### config.mk
export PLATFORM = sky130hd
export DESIGN_NAME = l2_write_top
export DESIGN_NICKNAME = d
export VERILOG_FILES = /design/src/l2w_pkg.sv /design/src/l2_write_top.sv /design/src/write_arbiter.sv /design/src/write_buffer.sv
export SDC_FILE = /design/constraint.sdc
export NUM_CORES = 1
export LEC_CHECK = 0
export BUFFER_PORTS_ARGS = -buffer_cell sky130_fd_sc_hd__buf_2
export CAP_MARGIN = 15
export CORE_MARGIN = 3
export CORE_UTILIZATION = 45
export CTS_BUF_LIST = sky130_fd_sc_hd__clkbuf_2 sky130_fd_sc_hd__clkbuf_4 sky130_fd_sc_hd__clkbuf_8
export CTS_CLUSTER_SIZE = 8
export DETAILED_ROUTE_END_ITERATION = 8
export GPL_TIMING_DRIVEN = 0
export PLACE_DENSITY = 0.67
export SETUP_SLACK_MARGIN = 0.15
export SYNTH_ARGS = -nofsm -noshare
export SYNTH_HDL_FRONTEND = slang
export SYNTH_SLANG_ARGS = --single-unit
### constraint.sdc
create_clock -name clk -period 24.7 [get_ports clk]
set_clock_uncertainty 0.15 [all_clocks]
set_input_delay 2.47 -clock clk [delete_from_list [all_inputs] [get_ports clk]]
set_output_delay 2.47 -clock clk [all_outputs]
set_load 0.1 [all_outputs]
### src/l2w_pkg.sv
package l2w_pkg;

    // line geometry
    localparam int OFFSET_WIDTH = 2;                // word offset bits in a line
    localparam int LINE_WORDS   = 1 << OFFSET_WIDTH;
    localparam int LINE_BITS    = LINE_WORDS * 32;

    // burst length field of a full line drain
    localparam logic [7:0] BURST_LEN = 8'(LINE_WORDS - 1);

    // write buffer sizing, depth is a power of two
    localparam int WB_DEPTH = 2;
    localparam int WB_PTR_W = 1;

endpackage

### src/l2_write_top.sv
`timescale 1ns/1ns

module l2_write_top (
    input  logic                          clk,
    input  logic                          rst_n,
    input  logic [31:0]                   req_addr,
    input  logic [l2w_pkg::LINE_BITS-1:0] req_data,
    input  logic [3:0]                    req_wstrb,
    input  logic                          req_uncached,
    input  logic                          req_valid,
    output logic                          req_ready,
    output logic [31:0]                   aw_addr,
    output logic [7:0]                    aw_len,
    output logic                          aw_valid,
    input  logic                          aw_ready,
    output logic [31:0]                   w_data,
    output logic [3:0]                    w_strb,
    output logic                          w_valid,
    output logic                          w_last,
    input  logic                          w_ready,
    input  logic                          b_valid,
    output logic                          b_ready
);
    import l2w_pkg::*;

    // arbiter to buffer
    logic [31:0]          wb_addr;
    logic [LINE_BITS-1:0] wb_data;
    logic                 wb_valid;
    logic                 wb_ready;
    logic                 wb_busy;

    // buffer bus side
    logic [31:0]          wb_aw_addr;
    logic                 wb_aw_valid;
    logic                 wb_aw_ready;
    logic [31:0]          wb_w_data;
    logic                 wb_w_valid;
    logic                 wb_w_last;
    logic                 wb_w_ready;
    logic                 wb_b_valid;
    logic                 wb_b_ready;

    write_arbiter arb_i (
        .clk          (clk),
        .rst_n        (rst_n),
        .req_addr     (req_addr),
        .req_data     (req_data),
        .req_wstrb    (req_wstrb),
        .req_uncached (req_uncached),
        .req_valid    (req_valid),
        .req_ready    (req_ready),
        .wb_addr      (wb_addr),
        .wb_data      (wb_data),
        .wb_valid     (wb_valid),
        .wb_ready     (wb_ready),
        .wb_busy      (wb_busy),
        .wb_aw_addr   (wb_aw_addr),
        .wb_aw_valid  (wb_aw_valid),
        .wb_aw_ready  (wb_aw_ready),
        .wb_w_data    (wb_w_data),
        .wb_w_valid   (wb_w_valid),
        .wb_w_last    (wb_w_last),
        .wb_w_ready   (wb_w_ready),
        .wb_b_valid   (wb_b_valid),
        .wb_b_ready   (wb_b_ready),
        .aw_addr      (aw_addr),
        .aw_len       (aw_len),
        .aw_valid     (aw_valid),
        .aw_ready     (aw_ready),
        .w_data       (w_data),
        .w_strb       (w_strb),
        .w_valid      (w_valid),
        .w_last       (w_last),
        .w_ready      (w_ready),
        .b_valid      (b_valid),
        .b_ready      (b_ready)
    );

    write_buffer wbuf_i (
        .clk         (clk),
        .rst_n       (rst_n),
        .wb_addr     (wb_addr),
        .wb_data     (wb_data),
        .wb_valid    (wb_valid),
        .wb_ready    (wb_ready),
        .wb_busy     (wb_busy),
        .wb_aw_addr  (wb_aw_addr),
        .wb_aw_valid (wb_aw_valid),
        .wb_aw_ready (wb_aw_ready),
        .wb_w_data   (wb_w_data),
        .wb_w_valid  (wb_w_valid),
        .wb_w_last   (wb_w_last),
        .wb_w_ready  (wb_w_ready),
        .wb_b_valid  (wb_b_valid),
        .wb_b_ready  (wb_b_ready)
    );

endmodule

### src/write_arbiter.sv
`timescale 1ns/1ns

module write_arbiter (
    input  logic                          clk,
    input  logic                          rst_n,
    // cache request
    input  logic [31:0]                   req_addr,
    input  logic [l2w_pkg::LINE_BITS-1:0] req_data,
    input  logic [3:0]                    req_wstrb,
    input  logic                          req_uncached,
    input  logic                          req_valid,
    output logic                          req_ready,
    // buffer entry
    output logic [31:0]                   wb_addr,
    output logic [l2w_pkg::LINE_BITS-1:0] wb_data,
    output logic                          wb_valid,
    input  logic                          wb_ready,
    input  logic                          wb_busy,
    // buffer bus side
    input  logic [31:0]                   wb_aw_addr,
    input  logic                          wb_aw_valid,
    output logic                          wb_aw_ready,
    input  logic [31:0]                   wb_w_data,
    input  logic                          wb_w_valid,
    input  logic                          wb_w_last,
    output logic                          wb_w_ready,
    output logic                          wb_b_valid,
    input  logic                          wb_b_ready,
    // shared write channel
    output logic [31:0]                   aw_addr,
    output logic [7:0]                    aw_len,
    output logic                          aw_valid,
    input  logic                          aw_ready,
    output logic [31:0]                   w_data,
    output logic [3:0]                    w_strb,
    output logic                          w_valid,
    output logic                          w_last,
    input  logic                          w_ready,
    input  logic                          b_valid,
    output logic                          b_ready
);
    import l2w_pkg::*;

    localparam logic [1:0] IDLE  = 2'd0;
    localparam logic [1:0] UC_AW = 2'd1;
    localparam logic [1:0] UC_W  = 2'd2;
    localparam logic [1:0] UC_B  = 2'd3;

    logic [1:0] state;
    logic [1:0] state_nxt;
    logic       cached_req;

    assign cached_req = req_valid && !req_uncached;

    // uncached writes wait for the buffer to drain, keeping request order
    always_comb begin
        state_nxt = state;
        case (state)
            IDLE: begin
                if (req_valid && req_uncached && !wb_busy) begin
                    state_nxt = UC_AW;
                end
            end
            UC_AW: begin
                if (aw_ready) begin
                    state_nxt = UC_W;
                end
            end
            UC_W: begin
                if (w_ready) begin
                    state_nxt = UC_B;
                end
            end
            UC_B: begin
                if (b_valid) begin
                    state_nxt = IDLE;
                end
            end
            default: state_nxt = IDLE;
        endcase
    end

    always_ff @(posedge clk or negedge rst_n) begin
        if (!rst_n) begin
            state <= IDLE;
        end else begin
            state <= state_nxt;
        end
    end

    // buffer entry path, request fields go straight through
    assign wb_addr  = req_addr;
    assign wb_data  = req_data;
    assign wb_valid = (state == IDLE) && cached_req;

    always_comb begin
        req_ready   = 1'b0;
        aw_addr     = '0;
        aw_len      = '0;
        aw_valid    = 1'b0;
        w_data      = '0;
        w_strb      = '0;
        w_valid     = 1'b0;
        w_last      = 1'b0;
        b_ready     = 1'b0;
        wb_aw_ready = 1'b0;
        wb_w_ready  = 1'b0;
        wb_b_valid  = 1'b0;
        case (state)
            IDLE: begin
                req_ready   = cached_req && wb_ready;
                // buffer owns the channel
                aw_addr     = wb_aw_addr;
                aw_len      = BURST_LEN;
                aw_valid    = wb_aw_valid;
                w_data      = wb_w_data;
                w_strb      = 4'hf;
                w_valid     = wb_w_valid;
                w_last      = wb_w_last;
                b_ready     = wb_b_ready;
                wb_aw_ready = aw_ready;
                wb_w_ready  = w_ready;
                wb_b_valid  = b_valid;
            end
            UC_AW: begin
                aw_addr  = req_addr;
                aw_valid = 1'b1;
                w_strb   = req_wstrb;
            end
            UC_W: begin
                w_data  = req_data[31:0];   // single low word
                w_strb  = req_wstrb;
                w_valid = 1'b1;
                w_last  = 1'b1;
            end
            UC_B: begin
                w_strb    = req_wstrb;
                b_ready   = 1'b1;
                req_ready = b_valid;        // request ends on the response
            end
            default: ;
        endcase
    end

endmodule

### src/write_buffer.sv
`timescale 1ns/1ns

module write_buffer (
    input  logic                          clk,
    input  logic                          rst_n,
    // entry side
    input  logic [31:0]                   wb_addr,
    input  logic [l2w_pkg::LINE_BITS-1:0] wb_data,
    input  logic                          wb_valid,
    output logic                          wb_ready,
    output logic                          wb_busy,
    // bus side
    output logic [31:0]                   wb_aw_addr,
    output logic                          wb_aw_valid,
    input  logic                          wb_aw_ready,
    output logic [31:0]                   wb_w_data,
    output logic                          wb_w_valid,
    output logic                          wb_w_last,
    input  logic                          wb_w_ready,
    input  logic                          wb_b_valid,
    output logic                          wb_b_ready
);
    import l2w_pkg::*;

    localparam logic [1:0] D_IDLE = 2'd0;
    localparam logic [1:0] D_AW   = 2'd1;
    localparam logic [1:0] D_W    = 2'd2;
    localparam logic [1:0] D_B    = 2'd3;

    logic [31:0]             addr_q [WB_DEPTH];
    logic [LINE_BITS-1:0]    line_q [WB_DEPTH];
    logic [WB_PTR_W-1:0]     head;
    logic [WB_PTR_W-1:0]     tail;
    logic [WB_PTR_W:0]       count;
    logic [1:0]              state;
    logic [1:0]              state_nxt;
    logic [OFFSET_WIDTH-1:0] beat;
    logic                    last_beat;
    logic                    push;
    logic                    pop;
    logic [LINE_BITS-1:0]    head_line;

    assign push = wb_valid && wb_ready;
    assign pop  = (state == D_B) && wb_b_valid;     // entry frees on the response

    assign wb_ready = (count != (WB_PTR_W + 1)'(WB_DEPTH));
    assign wb_busy  = (count != '0) || (state != D_IDLE);

    // line storage, written at the tail
    always_ff @(posedge clk) begin
        if (push) begin
            addr_q[tail] <= {wb_addr[31:OFFSET_WIDTH+2], {(OFFSET_WIDTH + 2){1'b0}}};
            line_q[tail] <= wb_data;
        end
    end

    always_ff @(posedge clk or negedge rst_n) begin
        if (!rst_n) begin
            head  <= '0;
            tail  <= '0;
            count <= '0;
        end else begin
            if (push) begin
                tail <= tail + 1'b1;
            end
            if (pop) begin
                head <= head + 1'b1;
            end
            case ({push, pop})
                2'b10:   count <= count + 1'b1;
                2'b01:   count <= count - 1'b1;
                default: count <= count;
            endcase
        end
    end

    // drain FSM for the head entry
    assign last_beat = (beat == OFFSET_WIDTH'(LINE_WORDS - 1));

    always_comb begin
        state_nxt = state;
        case (state)
            D_IDLE: begin
                if (count != '0) begin
                    state_nxt = D_AW;
                end
            end
            D_AW: begin
                if (wb_aw_ready) begin
                    state_nxt = D_W;
                end
            end
            D_W: begin
                if (wb_w_ready && last_beat) begin
                    state_nxt = D_B;
                end
            end
            D_B: begin
                if (wb_b_valid) begin
                    state_nxt = D_IDLE;
                end
            end
            default: state_nxt = D_IDLE;
        endcase
    end

    always_ff @(posedge clk or negedge rst_n) begin
        if (!rst_n) begin
            state <= D_IDLE;
        end else begin
            state <= state_nxt;
        end
    end

    // wraps back to zero after the last beat
    always_ff @(posedge clk or negedge rst_n) begin
        if (!rst_n) begin
            beat <= '0;
        end else if ((state == D_W) && wb_w_ready) begin
            beat <= beat + 1'b1;
        end
    end

    assign head_line = line_q[head];

    assign wb_aw_addr  = addr_q[head];
    assign wb_aw_valid = (state == D_AW);
    assign wb_w_data   = head_line[beat*32 +: 32];  // word 0 sits in the low bits
    assign wb_w_valid  = (state == D_W);
    assign wb_w_last   = (state == D_W) && last_beat;
    assign wb_b_ready  = (state == D_B);

endmodule

==> summary.txt <==
Logic synthesis
  • Mean Syn Cell Area: 18.0 um^2
  • Synth Warn #: 0
  • Top cells by count, synth: 312 x edfxtp_1, 72 x nand2_1, 66 x mux2i_1
  • Seq/Total Area, Yosys: 73.5%
  • Post-synthesis cell type count: 38
  • Yosys top cell area share: 71.6%
  • Asr flop ratio synth: 3.11%
  • Synth Instances: 725
  • Synth top area cells: edfxtp_1 72%, mux4_2 5.5%, mux2i_1 5.0%
  • Dominant synthesized flop cell: edfxtp_1
  • Synthesized cell area: 13100 um^2
  • Top-count cell post-synth: edfxtp_1
  • Synth area leader: edfxtp_1
  • EDFF count, synth: 312
  • Number of synthesized register bits: 322

Global routing
  • Largest net degree at the start of global routing: 33
  • GRT Total Usage: 17.9%
  • First-pass GRT wire length: 43200 um
  • Vias in the first global route: 7866
  • Initial antenna violation count: 12
  • GR Overflow Total: 0

Clocking
  • Cts repair resizes: 0
  • CTS buffer count: 50
  • Post-CTS Setup Repair Bufs: 0
  • Worst-Skew Late Latency: 0.55 ns
  • Worst-path clk slew: 0.06 ns
  • Worst-case clock buffer depth: 3
  • Clk root buf: clkbuf_8
  • CTS H-tree depth: 2
  • Cts hold-fix bufs: 0
  • CTS tree: built
  • CTS sink cnt: 322

Cells and area
  • Final Net Count: 1219
  • Share of cells above drive strength 1: 37.9%
  • Final instance area: 15900 um^2
  • Fillers: 2298
  • Area grow syn2layout: 21.5%

Die
  • I/O Pins: 252
  • Die Wd: 177 um
  • Starting Density: 46.3%
  • Die Height: 177 um
  • Core Area: 28200 um^2
  • FP Rows: 61
  • Die area: 31200 um^2

Power and ir drop
  • Pwr dens: 135 nW/um^2
  • Flop pwr share: 30.9%
  • Design internal power: 1.12 mW
  • Psw: 1.03 mW
  • Peak VDD IR: 0.0892 mV
  • Leakage power: 6.02 nW
  • Clock share of power: 18.6%
  • Comb power frac: 50.5%
  • Sw Share: 47.8%

Route
  • Final antenna-violating net count: 0
  • Pre-antenna DRT Iters: 6
  • Vias per cell: 5.20
  • Initial detailed-routing violation count: 490
  • DRC: 0
  • WL final: 28300 um
  • Wirelength per Cell: 19.6 um
  • Via count: 7499

STA
  • Fin crit share: 25.8%
  • Final count of hold timing violations: 0
  • Minimum clock period: 6.38 ns
  • Fmax: 157 MHz
  • Slew margin rel.: 38.6%
  • Max-slew violation count: 0
  • Final count of negative-setup-slack endpoints: 0
  • Sum Neg Setup Slack: 0 ns
  • Unrepaired setup endpoints after global routing: false
  • Least-Margin Pin Slew: 0.919 ns

Worst hold path
  • Worst hold start: wbuf_i.count[1]
  • Hold path cells: 1
  • Min-Delay Path Class: reg2reg

Setup path
  • Critical Path Start: req_uncached
  • Setup CP Type: in2out
  • Max FO, Critical Path: 5
  • Worst r2r path cells: 9
  • Critical Path RT: 22.08 ns
  • Worst r2r src: arb_i.state[0]
  • Worst Setup End Kind: primary output
  • Reg-to-reg slack, setup: 21.48 ns
  • Critical Path AT: 3.76 ns
  • Setup crit start kind: input port

Status
  • Status: completed

Placement
  • I/O Buffers: 245
  • GP Congestion: 0.727
  • Placed cell areas: 15000 um^2
  • HPWL Detailed: 19200 um

Run
  • Number of max-cap violations: 0
==> worst max-delay path, cell delays in order <==
cell and delay, ns:
buf_2 0.10, and2b_2 0.21, nand3_1 0.28, a21oi_1 0.25, buf_2 0.45
==> power by group through the flow <==
stage / clock [mW] / sequential, mW / combinational, mW
after floorplan: 0 / 0.682 / 0.886
after CTS: 0.413 / 0.664 / 1.10
after global placement: 0 / 0.691 / 1.08
final: 0.399 / 0.664 / 1.08
after global routing: 0.436 / 0.669 / 1.14
after detailed placement: 0 / 0.676 / 1.10
==> through the flow <==
stage	utilization (%)	hold WS [ns]	power (mW)	setup slack [ns]	instances
3_3_place_gp	52.4	0.331	1.78	10.44	1353
4_1_cts	56.3	0.368	2.18	18.32	1441
5_1_grt	56.3	0.398	2.25	18.28	1442
2_1_floorplan	-	0.318	1.57	14.53	730
3_5_place_dp	53.2	0.360	1.77	18.33	1363
6_report	56.3	0.368	2.15	18.32	1443
==> worst paths after layout <==
check,endpoint
worst min-delay path,wbuf_i.count[1]
worst min register to register,wbuf_i.count[1]
min in group asynchronous,wbuf_i.tail
worst max register to register,wbuf_i.line_q[0][36]
max in group asynchronous,wbuf_i.state[0]
worst max-delay path,req_ready
==> area by class of cell <==
| cell class | count | area [um^2] | share of cell area, % |
|---|---|---|---|
| well taps | 378 | 473 | 2.98 |
| clock buffers | 68 | 823 | 5.18 |
| multi-input cells | 348 | 3150 | 19.8 |
| flip-flops and latches | 322 | 9620 | 60.5 |
| repair buffers | 255 | 1430 | 9.02 |
| clock inverters | 10 | 45.0 | 0.283 |
| diodes | 2 | 5.00 | 0.0315 |
| plain buffers | 53 | 322 | 2.02 |
| inverters | 7 | 26.3 | 0.165 |
==> placed cells by master, fill, tap and decap left out, types with 2 or more instances in the layout <==
cell / count
edfxtp_1: 312
buf_2: 249
nand2_1: 72
mux2i_1: 66
clkbuf_8: 50
mux4_2: 32
a22oi_1: 32
o211ai_1: 32
a22o_1: 28
clkbuf_1: 24
mux2_1: 23
clkbuf_4: 18
buf_4: 13
ha_1: 11
dfrtp_1: 10
buf_6: 9
buf_12: 9
mux2_2: 7
clkinv_1: 7
inv_1: 6
conb_1: 6
and2_1: 5
nand3_1: 5
or2_2: 4
nor2_1: 4
xnor2_1: 4
diode_2: 2
buf_1: 2
a21oi_1: 2
nor2_4: 2
xor2_1: 2
clkinv_2: 2
==> metal layers <==
| metal | wire length [um] | vias to the layer above | part of all wire, % | GRT usage, % |
|---|---|---|---|---|
| li1 | - | 3494 | - | - |
| met3 | 2490 | 67 | 8.8 | 5.42 |
| met5 | 134 | - | 0.47 | 0 |
| met1 | 12000 | 3645 | 42 | 24.2 |
| met2 | 13200 | 271 | 47 | 29.0 |
| met4 | 504 | 22 | 1.8 | 4.09 |
==> sequential cells by signal (all words and copies together), names as in the netlist <==
register,cells
arb_i.state,2
wbuf_i.addr_q,56
wbuf_i.beat,2
wbuf_i.count,2
wbuf_i.head,1
wbuf_i.line_q,256
wbuf_i.state,2
wbuf_i.tail,1
==> logic make-up after synthesis <==
family / after synthesis / synth area share (%)
DFF: 322 / 73.5
muxes: 129 / 13.3
AOI/OAI and AO/OA: 98 / 5.89
and+or+nand+nor: 98 / 3.18
buffers and inverters: 60 / 2.66
adders and majority gates: 11 / 1.05
xor gates and xnor gates: 6 / 0.402
other: 1 / 0.0287
No activity file was read; power rests on OpenSTA's default activity.
